===== src/hw/core_macros.svh =====
// register counts and ROB depth of the rename core, included by the packages and the sized RTL
`ifndef CORE_MACROS_SVH
`define CORE_MACROS_SVH

//==========================================================================
// register file sizes
//==========================================================================
`define CORE_AREG_NUM		32		// architectural registers
`define CORE_PREG_NUM		64		// physical registers

// areg with a fixed mapping, never renamed and never freed
`define CORE_ZERO_REG		31

//==========================================================================
// retirement window
//==========================================================================
`define CORE_ROB_DEPTH		16		// in-flight instructions

`endif


===== src/hw/rename_pkg.sv =====
// register naming types shared by the map tables, the free list and the ports
`include "core_macros.svh"

package rename_pkg;

	// index widths follow the counts in the macro header
	localparam int AREG_W = $clog2(`CORE_AREG_NUM);
	localparam int PREG_W = $clog2(`CORE_PREG_NUM);

	// architectural register number, as decoded
	typedef logic [AREG_W-1:0] areg_idx_t;

	// physical register tag
	typedef logic [PREG_W-1:0] preg_idx_t;

endpackage


===== src/hw/rob_pkg.sv =====
// reorder buffer index and entry layout, imported by the ROB, its interfaces and the top
`include "core_macros.svh"

package rob_pkg;
	import rename_pkg::*;

	localparam int ROB_W = $clog2(`CORE_ROB_DEPTH);

	// slot number, also the completion tag
	typedef logic [ROB_W-1:0] rob_idx_t;

	// one in-flight instruction
	typedef struct packed {
		logic      has_dest;	// writes a renamed register
		areg_idx_t dest_areg;	// committed map slot on retire
		preg_idx_t new_preg;	// tag given at dispatch
		preg_idx_t old_preg;	// previous mapping, freed on retire
	} rob_entry_t;

endpackage


===== src/hw/core_ifs.sv =====
// allocation and retirement bundles used between the rename stage, the ROB and the sinks
`timescale 1ns/100ps

//==========================================================================
// dispatch into the ROB
//==========================================================================
interface rob_alloc_if import rename_pkg::*, rob_pkg::*; ();
	logic      alloc_en;	// entry written at this edge
	logic      has_dest;
	areg_idx_t dest_areg;
	preg_idx_t new_preg;
	preg_idx_t old_preg;
	logic      full;		// no free slot this cycle
	rob_idx_t  alloc_idx;	// tail slot, valid with alloc_en

	// rename side, never raises alloc_en while full
	modport rename (
		output alloc_en, has_dest, dest_areg, new_preg, old_preg,
		input  full, alloc_idx
	);

	modport rob (
		input  alloc_en, has_dest, dest_areg, new_preg, old_preg,
		output full, alloc_idx
	);
endinterface

//==========================================================================
// in-order retirement broadcast
//==========================================================================
interface retire_if import rename_pkg::*; ();
	logic      retire_en;	// one head entry per cycle, no stall
	logic      has_dest;
	areg_idx_t dest_areg;
	preg_idx_t new_preg;	// becomes committed
	preg_idx_t old_preg;	// goes back to the free list

	modport rob (output retire_en, has_dest, dest_areg, new_preg, old_preg);

	// free list and committed map act at the same edge
	modport sink (input retire_en, has_dest, dest_areg, new_preg, old_preg);
endinterface


===== src/hw/arch_map.sv =====
// committed areg to preg map updated at retirement, with a combinational query port
`timescale 1ns/100ps
`include "core_macros.svh"

module arch_map import rename_pkg::*; (
	input  logic      clk,
	input  logic      reset_i,
	retire_if.sink    ret,
	input  areg_idx_t arch_areg_i,		// query
	output preg_idx_t arch_preg_o
);

	preg_idx_t commit_tbl [`CORE_AREG_NUM];	// in-order view of the map

	always_ff @(posedge clk) begin
		if (reset_i) begin
			for (int i = 0; i < `CORE_AREG_NUM; i++) begin
				commit_tbl[i] <= preg_idx_t'(i);	// same identity as the speculative map
			end
		end else if (ret.retire_en && ret.has_dest) begin
			commit_tbl[ret.dest_areg] <= ret.new_preg;
		end
	end

	// shows the state before this edge's retirement
	assign arch_preg_o = commit_tbl[arch_areg_i];

endmodule


===== src/hw/free_list.sv =====
// queue of unmapped physical registers, filled after reset and refilled by retirement
`timescale 1ns/100ps
`include "core_macros.svh"

module free_list import rename_pkg::*; (
	input  logic      clk,
	input  logic      reset_i,
	input  logic      alloc_i,			// take head_o at this edge
	output preg_idx_t free_preg_o,		// next tag to hand out
	output logic      empty_o,
	retire_if.sink    ret
);

	// pregs above the identity map start out free
	localparam int        FREE_NUM   = `CORE_PREG_NUM - `CORE_AREG_NUM;
	localparam preg_idx_t FILL_FIRST = preg_idx_t'(`CORE_AREG_NUM);
	localparam preg_idx_t FILL_LAST  = preg_idx_t'(`CORE_PREG_NUM - 1);

	logic      fill_active;		// post-reset fill still running
	preg_idx_t fill_preg;		// tag pushed this cycle during fill
	logic      q_push;
	preg_idx_t q_push_preg;
	logic      q_empty;

	// one tag per cycle, upward from the first unmapped preg
	always_ff @(posedge clk) begin
		if (reset_i) begin
			fill_active <= 1'b1;
			fill_preg   <= FILL_FIRST;
		end else if (fill_active) begin
			if (fill_preg == FILL_LAST) fill_active <= 1'b0;
			else fill_preg <= fill_preg + 1'b1;
		end
	end

	// no renamed dest can retire while filling, so the two sources never collide
	assign q_push      = fill_active | (ret.retire_en & ret.has_dest);
	assign q_push_preg = fill_active ? fill_preg : ret.old_preg;
	assign empty_o     = fill_active | q_empty;	// hold off allocation until the fill ends

	ring_fifo #(
		.DEPTH	(FREE_NUM),
		.T		(preg_idx_t)
	) u_queue (
		.clk			(clk),
		.reset_i		(reset_i),
		.push_i			(q_push),
		.push_data_i	(q_push_preg),
		.pop_i			(alloc_i),
		.head_o			(free_preg_o),
		.empty_o		(q_empty),
		.full_o			(),
		.wr_ptr_o		(),
		.rd_ptr_o		()
	);

endmodule


===== src/hw/rename_core.sv =====
// top of the rename and retirement backbone, decoded instructions in and retirements out
`timescale 1ns/100ps

module rename_core import rename_pkg::*, rob_pkg::*; (
	input  logic      clk,
	input  logic      reset_i,

	// dispatch, taken when valid and ready are both high
	input  logic      dispatch_valid_i,
	input  areg_idx_t dest_areg_i,
	input  areg_idx_t src_a_areg_i,
	input  areg_idx_t src_b_areg_i,
	output logic      dispatch_ready_o,
	output preg_idx_t dest_preg_o,
	output preg_idx_t src_a_preg_o,
	output logic      src_a_rdy_o,
	output preg_idx_t src_b_preg_o,
	output logic      src_b_rdy_o,
	output rob_idx_t  rob_idx_o,			// completion tag for this instruction

	// completion, reported by ROB index
	input  logic      complete_valid_i,
	input  rob_idx_t  complete_idx_i,

	// retirement
	output logic      retire_valid_o,
	output areg_idx_t retire_areg_o,
	output preg_idx_t retire_preg_o,

	// committed map query
	input  areg_idx_t arch_areg_i,
	output preg_idx_t arch_preg_o
);

	logic      wakeup_en;
	preg_idx_t wakeup_preg;

	rob_alloc_if u_alloc_if ();
	retire_if    u_retire_if ();

	assign rob_idx_o      = u_alloc_if.alloc_idx;
	assign retire_valid_o = u_retire_if.retire_en;
	assign retire_areg_o  = u_retire_if.dest_areg;
	assign retire_preg_o  = u_retire_if.new_preg;

	rename_stage u_rename_stage (
		.clk				(clk),
		.reset_i			(reset_i),
		.dispatch_valid_i	(dispatch_valid_i),
		.dest_areg_i		(dest_areg_i),
		.src_a_areg_i		(src_a_areg_i),
		.src_b_areg_i		(src_b_areg_i),
		.dispatch_ready_o	(dispatch_ready_o),
		.dest_preg_o		(dest_preg_o),
		.src_a_preg_o		(src_a_preg_o),
		.src_a_rdy_o		(src_a_rdy_o),
		.src_b_preg_o		(src_b_preg_o),
		.src_b_rdy_o		(src_b_rdy_o),
		.alloc				(u_alloc_if),
		.ret				(u_retire_if),
		.wakeup_en_i		(wakeup_en),
		.wakeup_preg_i		(wakeup_preg)
	);

	rob u_rob (
		.clk				(clk),
		.reset_i			(reset_i),
		.alloc				(u_alloc_if),
		.complete_valid_i	(complete_valid_i),
		.complete_idx_i		(complete_idx_i),
		.wakeup_en_o		(wakeup_en),
		.wakeup_preg_o		(wakeup_preg),
		.ret				(u_retire_if)
	);

	arch_map u_arch_map (
		.clk			(clk),
		.reset_i		(reset_i),
		.ret			(u_retire_if),
		.arch_areg_i	(arch_areg_i),
		.arch_preg_o	(arch_preg_o)
	);

endmodule


===== src/hw/rename_stage.sv =====
// dispatch gate with the speculative map table and per-preg ready bits, feeds the ROB
`timescale 1ns/100ps
`include "core_macros.svh"

module rename_stage import rename_pkg::*; (
	input  logic        clk,
	input  logic        reset_i,
	input  logic        dispatch_valid_i,
	input  areg_idx_t   dest_areg_i,
	input  areg_idx_t   src_a_areg_i,
	input  areg_idx_t   src_b_areg_i,
	output logic        dispatch_ready_o,
	output preg_idx_t   dest_preg_o,
	output preg_idx_t   src_a_preg_o,
	output logic        src_a_rdy_o,
	output preg_idx_t   src_b_preg_o,
	output logic        src_b_rdy_o,
	rob_alloc_if.rename alloc,
	retire_if.sink      ret,
	input  logic        wakeup_en_i,		// completion broadcast from the ROB
	input  preg_idx_t   wakeup_preg_i
);

	localparam areg_idx_t ZERO_AREG = areg_idx_t'(`CORE_ZERO_REG);

	preg_idx_t                 map_tbl [`CORE_AREG_NUM];	// speculative areg to preg
	logic [`CORE_PREG_NUM-1:0] rdy_bits;					// value produced
	logic                      dest_is_zero;
	logic                      dispatch_fire;
	logic                      fl_alloc;
	logic                      fl_empty;
	preg_idx_t                 fl_free_preg;

	//==========================================================================
	// stall rule
	//==========================================================================
	assign dest_is_zero     = (dest_areg_i == ZERO_AREG);	// zero reg needs no free tag
	assign dispatch_ready_o = (~fl_empty | dest_is_zero) & ~alloc.full;
	assign dispatch_fire    = dispatch_valid_i & dispatch_ready_o;
	assign fl_alloc         = dispatch_fire & ~dest_is_zero;

	// sources read the map before this edge's update, no same-cycle forwarding
	assign src_a_preg_o = map_tbl[src_a_areg_i];
	assign src_a_rdy_o  = rdy_bits[src_a_preg_o];
	assign src_b_preg_o = map_tbl[src_b_areg_i];
	assign src_b_rdy_o  = rdy_bits[src_b_preg_o];
	assign dest_preg_o  = dest_is_zero ? map_tbl[ZERO_AREG] : fl_free_preg;

	// ROB entry
	assign alloc.alloc_en  = dispatch_fire;
	assign alloc.has_dest  = ~dest_is_zero;
	assign alloc.dest_areg = dest_areg_i;
	assign alloc.new_preg  = dest_preg_o;
	assign alloc.old_preg  = map_tbl[dest_areg_i];	// freed when this entry retires

	//==========================================================================
	// map and ready state
	//==========================================================================
	always_ff @(posedge clk) begin
		if (reset_i) begin
			for (int i = 0; i < `CORE_AREG_NUM; i++) begin
				map_tbl[i] <= preg_idx_t'(i);		// identity
			end
		end else if (fl_alloc) begin
			map_tbl[dest_areg_i] <= fl_free_preg;
		end
	end

	always_ff @(posedge clk) begin
		if (reset_i) begin
			rdy_bits <= '1;		// committed values all present
		end else begin
			if (wakeup_en_i) rdy_bits[wakeup_preg_i] <= 1'b1;
			if (fl_alloc) rdy_bits[fl_free_preg] <= 1'b0;	// new tag pending
		end
	end

	free_list u_free_list (
		.clk			(clk),
		.reset_i		(reset_i),
		.alloc_i		(fl_alloc),
		.free_preg_o	(fl_free_preg),
		.empty_o		(fl_empty),
		.ret			(ret)
	);

endmodule


===== src/hw/ring_fifo.sv =====
// circular queue for any payload type, pointers exposed so a user can index slots directly
`timescale 1ns/100ps

module ring_fifo #(
	parameter int  DEPTH = 16,
	parameter type T     = logic [7:0]
) (
	input  logic                     clk,
	input  logic                     reset_i,
	input  logic                     push_i,
	input  T                         push_data_i,
	input  logic                     pop_i,
	output T                         head_o,		// oldest entry, combinational
	output logic                     empty_o,
	output logic                     full_o,
	output logic [$clog2(DEPTH)-1:0] wr_ptr_o,		// slot the next push lands in
	output logic [$clog2(DEPTH)-1:0] rd_ptr_o		// slot of head_o
);

	localparam int PTR_W = $clog2(DEPTH);
	localparam int CNT_W = $clog2(DEPTH + 1);
	localparam logic [PTR_W-1:0] LAST_PTR = PTR_W'(DEPTH - 1);
	localparam logic [CNT_W-1:0] FULL_CNT = CNT_W'(DEPTH);

	T                 mem [DEPTH];
	logic [PTR_W-1:0] wr_ptr;
	logic [PTR_W-1:0] rd_ptr;
	logic [CNT_W-1:0] count;		// occupancy, tells full from empty
	logic             do_push;
	logic             do_pop;

	// wrap for depths that are not a power of two
	function automatic logic [PTR_W-1:0] next_ptr(input logic [PTR_W-1:0] ptr);
		return (ptr == LAST_PTR) ? '0 : ptr + 1'b1;
	endfunction

	assign do_push = push_i & ~full_o;		// push into a full queue is dropped
	assign do_pop  = pop_i & ~empty_o;

	always_ff @(posedge clk) begin
		if (reset_i) begin
			wr_ptr <= '0;
			rd_ptr <= '0;
			count  <= '0;
		end else begin
			if (do_push) wr_ptr <= next_ptr(wr_ptr);
			if (do_pop) rd_ptr <= next_ptr(rd_ptr);
			if (do_push && !do_pop) count <= count + 1'b1;
			else if (do_pop && !do_push) count <= count - 1'b1;	// both at once keeps count
		end
	end

	// storage
	always_ff @(posedge clk) begin
		if (do_push) mem[wr_ptr] <= push_data_i;
	end

	assign head_o   = mem[rd_ptr];
	assign empty_o  = (count == '0);
	assign full_o   = (count == FULL_CNT);
	assign wr_ptr_o = wr_ptr;
	assign rd_ptr_o = rd_ptr;

endmodule


===== src/hw/rob.sv =====
// reorder buffer, marks entries done by index and retires the head in program order
`timescale 1ns/100ps
`include "core_macros.svh"

module rob import rename_pkg::*, rob_pkg::*; (
	input  logic      clk,
	input  logic      reset_i,
	rob_alloc_if.rob  alloc,
	input  logic      complete_valid_i,	// instruction at complete_idx_i finished
	input  rob_idx_t  complete_idx_i,
	output logic      wakeup_en_o,
	output preg_idx_t wakeup_preg_o,
	retire_if.rob     ret
);

	rob_entry_t                 alloc_entry;
	rob_entry_t                 head_entry;
	rob_idx_t                   head_idx;
	logic                       q_empty;
	logic [`CORE_ROB_DEPTH-1:0] done_bits;		// per slot, set by completion
	logic [`CORE_ROB_DEPTH-1:0] wake_dest;		// slot renames a register
	preg_idx_t                  wake_preg [`CORE_ROB_DEPTH];	// slot's new tag

	assign alloc_entry = '{
		has_dest:  alloc.has_dest,
		dest_areg: alloc.dest_areg,
		new_preg:  alloc.new_preg,
		old_preg:  alloc.old_preg
	};

	// tail pointer doubles as the allocated index
	ring_fifo #(
		.DEPTH	(`CORE_ROB_DEPTH),
		.T		(rob_entry_t)
	) u_entries (
		.clk			(clk),
		.reset_i		(reset_i),
		.push_i			(alloc.alloc_en),
		.push_data_i	(alloc_entry),
		.pop_i			(ret.retire_en),
		.head_o			(head_entry),
		.empty_o		(q_empty),
		.full_o			(alloc.full),
		.wr_ptr_o		(alloc.alloc_idx),
		.rd_ptr_o		(head_idx)
	);

	//==========================================================================
	// completion tracking
	//==========================================================================
	always_ff @(posedge clk) begin
		if (reset_i) begin
			done_bits <= '0;
		end else begin
			if (alloc.alloc_en) done_bits[alloc.alloc_idx] <= 1'b0;	// fresh slot
			if (complete_valid_i) done_bits[complete_idx_i] <= 1'b1;
		end
	end

	// side copy of the tag so a completion can look it up by index
	always_ff @(posedge clk) begin
		if (alloc.alloc_en) begin
			wake_dest[alloc.alloc_idx] <= alloc.has_dest;
			wake_preg[alloc.alloc_idx] <= alloc.new_preg;
		end
	end

	// rename sets the ready bit at the completion edge
	assign wakeup_en_o   = complete_valid_i & wake_dest[complete_idx_i];
	assign wakeup_preg_o = wake_preg[complete_idx_i];

	//==========================================================================
	// retire
	//==========================================================================
	// done bit is a flop, so retire trails completion by a cycle at least
	assign ret.retire_en = ~q_empty & done_bits[head_idx];
	assign ret.has_dest  = head_entry.has_dest;
	assign ret.dest_areg = head_entry.dest_areg;
	assign ret.new_preg  = head_entry.new_preg;
	assign ret.old_preg  = head_entry.old_preg;

endmodule


===== config.mk =====
export PLATFORM = sky130hd
export DESIGN_NAME = rename_core
export DESIGN_NICKNAME = d
export VERILOG_FILES = /design/src/hw/rename_pkg.sv /design/src/hw/rob_pkg.sv /design/src/hw/core_ifs.sv /design/src/hw/arch_map.sv /design/src/hw/free_list.sv /design/src/hw/rename_core.sv /design/src/hw/rename_stage.sv /design/src/hw/ring_fifo.sv /design/src/hw/rob.sv
export VERILOG_INCLUDE_DIRS = /design/src /design/src/hw
export SDC_FILE = /design/constraint.sdc
export NUM_CORES = 2
export LEC_CHECK = 0
export BUFFER_PORTS_ARGS = -buffer_cell sky130_fd_sc_hd__buf_2
export CORE_ASPECT_RATIO = 1.2
export CORE_MARGIN = 2
export CORE_UTILIZATION = 57
export CTS_CLUSTER_SIZE = 24
export DETAILED_ROUTE_END_ITERATION = 16
export GPL_TIMING_DRIVEN = 0
export HOLD_SLACK_MARGIN = 0.06
export PLACE_DENSITY = 0.79
export RECOVER_POWER = 100
export SLEW_MARGIN = 20
export SYNTH_ARGS = -nofsm -noshare
export SYNTH_HDL_FRONTEND = slang
export SYNTH_SLANG_ARGS = --single-unit

===== constraint.sdc =====
create_clock -name clk -period 3.55 [get_ports clk]
set_input_delay 0.1775 -clock clk [delete_from_list [all_inputs] [get_ports clk]]
set_output_delay 0.1775 -clock clk [all_outputs]
set_load 0.03 [all_outputs]

# After elaboration in Yosys (flattened, before gate mapping)

Memory sizes are Yosys's and may differ from the RTL's. A register that Yosys moved wholly into a read port is not among the register bits.
Cells that the tools add are included.
Widths: inputs -> output; s select.

Add/subtract/negate cells: 9
Shifts and indexed selects: 0
$mul: 0
Bitwise gates (word level): 26
Div/mod/pow operators: 0
Reduce and logical (&&, ||, !) cells: 20
Multiplexer cells: 59
Equal/unequal tests: 8
Magnitude comparators: 11

Operators with widths:

| operator            | count |
|---|---|
| $mux 64             | 3 |
| $and 64x64->64      | 1 |
| $not 64->64         | 1 |
| $or 64x64->64       | 1 |
| $mux 16             | 3 |
| $mux 5              | 8 |
| $mux 6              | 6 |
| $lt 6x7->1 const B  | 4 |
| $mux 1              | 26 |
| $eq 5x5->1 const B  | 4 |
| $and 16x16->16      | 1 |
| $bwmux 16           | 1 |
| $mux 4              | 4 |
| $not 16->16         | 1 |
| $or 16x16->16       | 1 |
| $add 5x1->5 const B | 3 |
| $lt 4x5->1 const B  | 3 |
| $add 6x1->6 const B | 2 |
| $bmux 1 s6          | 2 |
| $demux 1 s6         | 2 |
| $eq 6x6->1 const B  | 2 |
| $ge 6x1->1 const B  | 2 |
| $reduce_or 6->1     | 2 |
| $and 1x1->1         | 10 |
| other kinds (15)    | 40 |

Register bits: 132
Word-level logic and storage cells: 149
Memories: 5
Input port bits: 28
Memory bits (read-only): 0
Latch bits: 0
Output and inout port bits: 43
Memory bits (writable): 960

Memories:

| name                                   | words | width | rd ports | clocked after memory_dff | write ports | RTL line           | RTL |
|---|---|---|---|---|---|---|---|
| u_rob.u_entries.mem                    | 16    | 18    | 1        | 1                        | 1           | ring_fifo.sv:25    | `T mem [DEPTH];` |
| u_arch_map.commit_tbl                  | 32    | 6     | 1        | 0                        | 32          | arch_map.sv:13     | `` preg_idx_t commit_tbl [`CORE_AREG_NUM]; `` |
| u_rename_stage.map_tbl                 | 32    | 6     | 4        | 0                        | 32          | rename_stage.sv:26 | `` preg_idx_t map_tbl [`CORE_AREG_NUM]; `` |
| u_rename_stage.u_free_list.u_queue.mem | 32    | 6     | 1        | 1                        | 1           | ring_fifo.sv:25    |  |
| u_rob.wake_preg                        | 16    | 6     | 1        | 0                        | 1           | rob.sv:22          | `` preg_idx_t wake_preg [`CORE_ROB_DEPTH]; `` |

# Depth between registers and ports, before layout

Depth in word-level cells: 12
Gate-level depth with buffers: 18
Depth with buffers taken out: 17

# Modules after synthesis

From an unflattened synthesis, not the netlist that was laid out.

Cell total of the unflattened synthesis: 3403
Area, all modules: 51194.1 um2

Modules (own cells, without submodules):

| module                                         | instances | area an instance (um2) | cells each | seq. area each (um2) |
|---|---|---|---|---|
| rename_stage                                   | 1         | 16249.3                | 1374       | 7046.8 |
| ring_fifo (u_rob.u_entries)                    | 1         | 11725.0                | 553        | 8988.6 |
| arch_map                                       | 1         | 9047.4                 | 615        | 5765.5 |
| ring_fifo (u_rename_stage.u_free_list.u_queue) | 1         | 8678.3                 | 525        | 6185.9 |
| rob                                            | 1         | 5074.9                 | 292        | 3683.5 |
| free_list                                      | 1         | 419.2                  | 44         | 140.1 |

# Worst setup path after synthesis

OpenSTA, ideal clock, no wires.

Kind: in2reg
Start: in dest_areg_i[1]
End: mem u_rob.u_entries.mem[3][0] (netlist name), enable pin
Data required time: 3.134 ns
Buffers on the path: 3
Setup time: 0.416 ns
Slack: -0.523 ns
Cell stages on the path: 10
Arrival: 3.657 ns
Path through: clkbuf_1 > and3_1 > inv_1 > a22oi_1 > nand2_1 > inv_1 > clkbuf_1 > nand2_1 > clkbuf_1 > nor3_1

Cells in the longest elaborated chain, start to end: 7

RTL lines:

| item                         | RTL line           | RTL |
|---|---|---|
| start, declared              | rename_core.sv:10  | `input areg_idx_t dest_areg_i,` |
| $eq 5x5->1                   | rename_stage.sv:37 | `assign dest_is_zero = (dest_areg_i == ZERO_AREG);` |
| $or 1x1->1                   | rename_stage.sv:38 | `assign dispatch_ready_o = (~fl_empty \| dest_is_zero) & ~alloc.full;` |
| $and 1x1->1                  | rename_stage.sv:38 |  |
| via dispatch_ready_o         | rename_core.sv:13  | `output logic dispatch_ready_o,` |
| $and 1x1->1                  | rename_stage.sv:39 | `assign dispatch_fire = dispatch_valid_i & dispatch_ready_o;` |
| $and 1x1->1                  | ring_fifo.sv:37    | `assign do_push = push_i & ~full_o;` |
| via u_rob.u_entries.do_push  | ring_fifo.sv:29    | `logic do_push;` |
| $mux 1                       | ring_fifo.sv:55    | `if (do_push) mem[wr_ptr] <= push_data_i;` |
| $mux 1 (not written as such) | ring_fifo.sv:55    |  |
| end, declared                | ring_fifo.sv:25    |  |

The timed path passes the listed nets, and every way through them passes these cells.

==> metrics.txt <==
#FFs+latches synth 1,101; Num CTS Buffers 102; aggregate routed wire length 158,000 um; Hold WC Path Type in -> reg; Seq/Total Area, Yosys 0.634; drt wl/cell ~33 um; vias in the first global route 32,800; CTS Sinks 1,101; H-tree levels 3; # IOs 71; Slew @ Worst Pin ~1.3 ns; Core Region 87,500 um^2; most frequent cells in the layout 976 x edfxtp_1, 429 x nor2_1, 357 x mux4_2; Power Density 494 nW/um^2; worst vdd ir 0.549 mV; Post-synth EDFFs 976; post-route ant nets 0; GPL Wtd Cong about 1.1; initial DRC count 4,803; fill count 5,844; Worst-Skew Late Latency 0.72 ns; pins over their slew limit 0; global route overflow 0; TritonCTS clock tree done; Area after DPL 52,500 um^2; CP peak stage delay 0.88 ns; initial antenna violation count 7; most common cell after layout, fill and taps aside edfxtp_1; Setup crit start kind input pin; die span in y 329 um; Synth cell types 75; skew final 0.0465 ns; Hold Violations, Final 0; Overall Global Routing Usage 0.348; setup repair after global routing missed its margin yes; die area 90,400 um^2; async set-reset flop share out of synthesis 0; largest net degree at the start of global routing 34; Die Span X 275 um; post-layout instance area 57,700 um^2; pre-CTS WS -1.41 ns; Vias/cell around 7; area grow syn2layout 15.0%; maximum clock path buffer count 3; total of max-cap violations 0; WHS 0.147 ns; CP required 3.92 ns; total power 28,500 uW; Synth Cell Area 50,200 um^2; endpoints failing setup 1,118; Ys Warns 0; share of post-route cells with drive strength above 1 0.266; IO Port Bufs 60; Arrival @ worst endpoint roughly 4.5 ns; status finished, violations left; clk root buf clkbuf_16; LEAKAGE 0.0186 uW; failing checks negative setup slack; Post-synth top flop edfxtp_1; Tcrit/Tclk final 1.17; nets between 3,000 and 4,000; syn_area_per_cell 15.3 um^2; Mapped Cells 3,281; fin crit period about 4.2 ns; CP Capture Type flop; initial core utilization 0.573; hpwl dp 101,000 um; via count 33,400; CP Class in -> reg; Reg clk slew, reported paths approximately 0.06 ns; worst relative slew slack 0.160; crit path max fanout 9; drt pass-1 iters 8; fmax 240 MHz; Residual DRC 0; crit-path cells clkbuf_1 > and3_1 > and3_1 > inv_1 > a22oi_2 > nand2_4 > clkbuf_1 > nor3_1 > and2_1 > nand2_1 > nand2b_1; slowest CP cell and2_1; setup ws final -0.612 ns; # rows approximately 120; first-pass GRT wire length 223,000 um
-- what timing repair did --
action	4_1_cts	5_1_grt
cloned	4	4
endpoints found under the setup margin	1760	448
gates resized for setup	238	81
hold buffers	8	0
setup buffers	71	33
pin swaps	45	23
endpoints found under the hold margin	94	0
-- layer usage --
metal,vias up,track usage,share of wire
li1,13400,-,-
met1,16700,0.420,0.33
met2,2641,0.573,0.49
met3,664,0.0854,0.11
met4,6,0.201,0.070
met5,-,0,0.00024
-- power by group --
part / total (uW) / leakage (uW) / switching, uW / internal [uW]
clock network: 11300 / 0.00167 / 5080 / 6250
registers: 14400 / 0.00986 / 106 / 14300
logic: 2740 / 0.00706 / 1830 / 909
total: 28500 / 0.0186 / 7010 / 21500
-- cells by family (layout without fill, tap and decap cells) --
family	Yosys count	count (layout)	share of synthesized area
DFF	1101	1101	0.634
and+or+nand+nor	1073	1073	0.0988
muxes	521	521	0.194
AOI/OAI and AO/OA	274	274	0.0398
buffers and inverters	269	644	0.0235
adders and majority gates	25	25	0.00653
xor gates and xnor gates	16	16	0.00279
other	2	8	0.000150
-- synth_stat cells, types with 8 or more instances --
cell      number  area [um^2]
a211oi_1      10         75.1
a21oi_1       66          330
a22oi_1       44          330
and2_1         9         56.3
and3_1        17          106
buf_1         25         93.8
buf_2         50          250
buf_4         10         75.1
buf_6          9          101
clkbuf_1     127          477
dfxtp_1      125         2500
edfxtp_1     976        29300
ha_1          23          288
inv_1         40          150
mux2_2        51          574
mux2i_1      110         1100
mux4_2       357         8040
nand2_1      257          965
nand2b_1     104          651
nand3_1       59          295
nand3b_1      14          105
nand4_1       17          106
nor2_1       443         1660
nor2b_1       28          175
nor3_1        40          200
o21ai_0       28          140
o21ai_1        8         40.0
o32a_1        60          601
or2_2         14         87.6
or3_1         25          156
xor2_1        11         96.3
-- worst paths after layout --
check | slack [ns] | cells after the start | startpoint | end
setup / recovery | -0.61 | 11 | dest_areg_i[4] | u_rename_stage.map_tbl[2][4]$_SDFFCE_PN0P_
hold / removal | 0.15 | 4 | complete_idx_i[2] | u_rob.done_bits[15]$_SDFF_PP0_
setup reg to reg | -0.37 | 10 | flop | u_rename_stage.map_tbl[28][4]$_SDFFCE_PN1P_
hold reg to reg | 0.48 | 2 | u_rob.done_bits[13]$_SDFF_PP0_ | u_rob.done_bits[13]$_SDFF_PP0_
-- layout make-up --
class                           count  area [um^2]  area share
Sequential cell                  1101        31800       0.551
Multi-Input combinational cell   1915        17900       0.311
Clock buffer                      125         2690      0.0466
Timing Repair Buffer              193         1580      0.0274
Tap cell                         1149         1440      0.0249
Buffer                            214         1300      0.0226
Clock inverter                     65          733      0.0127
Inverter                           47          195     0.00338
Antenna cell                        2         5.00   0.0000867
-- per-stage QoR --
step                 util  setup TNS (ns)  cells
floorplan               -         -0.0644   3285
global placement    0.594        -2069.53   4494
detailed placement  0.600        -1285.98   4509
CTS                 0.658          -0.941   4777
global route        0.659         -259.15   4810
finish              0.659         -244.51   4811
-- registers in the layout (all words and copies together), names as in the netlist, 6 cells and up, named ones only --
| signal | cells |
|---|---|
| u_rob.wake_dest | 16 |
| u_arch_map.commit_tbl | 192 |
| u_rename_stage.u_free_list.u_queue.count | 6 |
| u_rob.u_entries.mem | 288 |
| u_rob.wake_preg | 96 |
| u_rename_stage.u_free_list.fill_preg | 6 |
| u_rename_stage.rdy_bits | 64 |
| u_rename_stage.u_free_list.u_queue.mem | 192 |
| u_rename_stage.map_tbl | 192 |
| u_rob.done_bits | 16 |
-- critical path, delay by kind of cell --
kind / cells / cell delay [ns]
and+or+nand+nor: 7 / 2.76
buffers and inverters: 3 / 1.18
AOI/OAI and AO/OA: 1 / 0.37
Note: power is estimated with default switching activity, not from simulation.
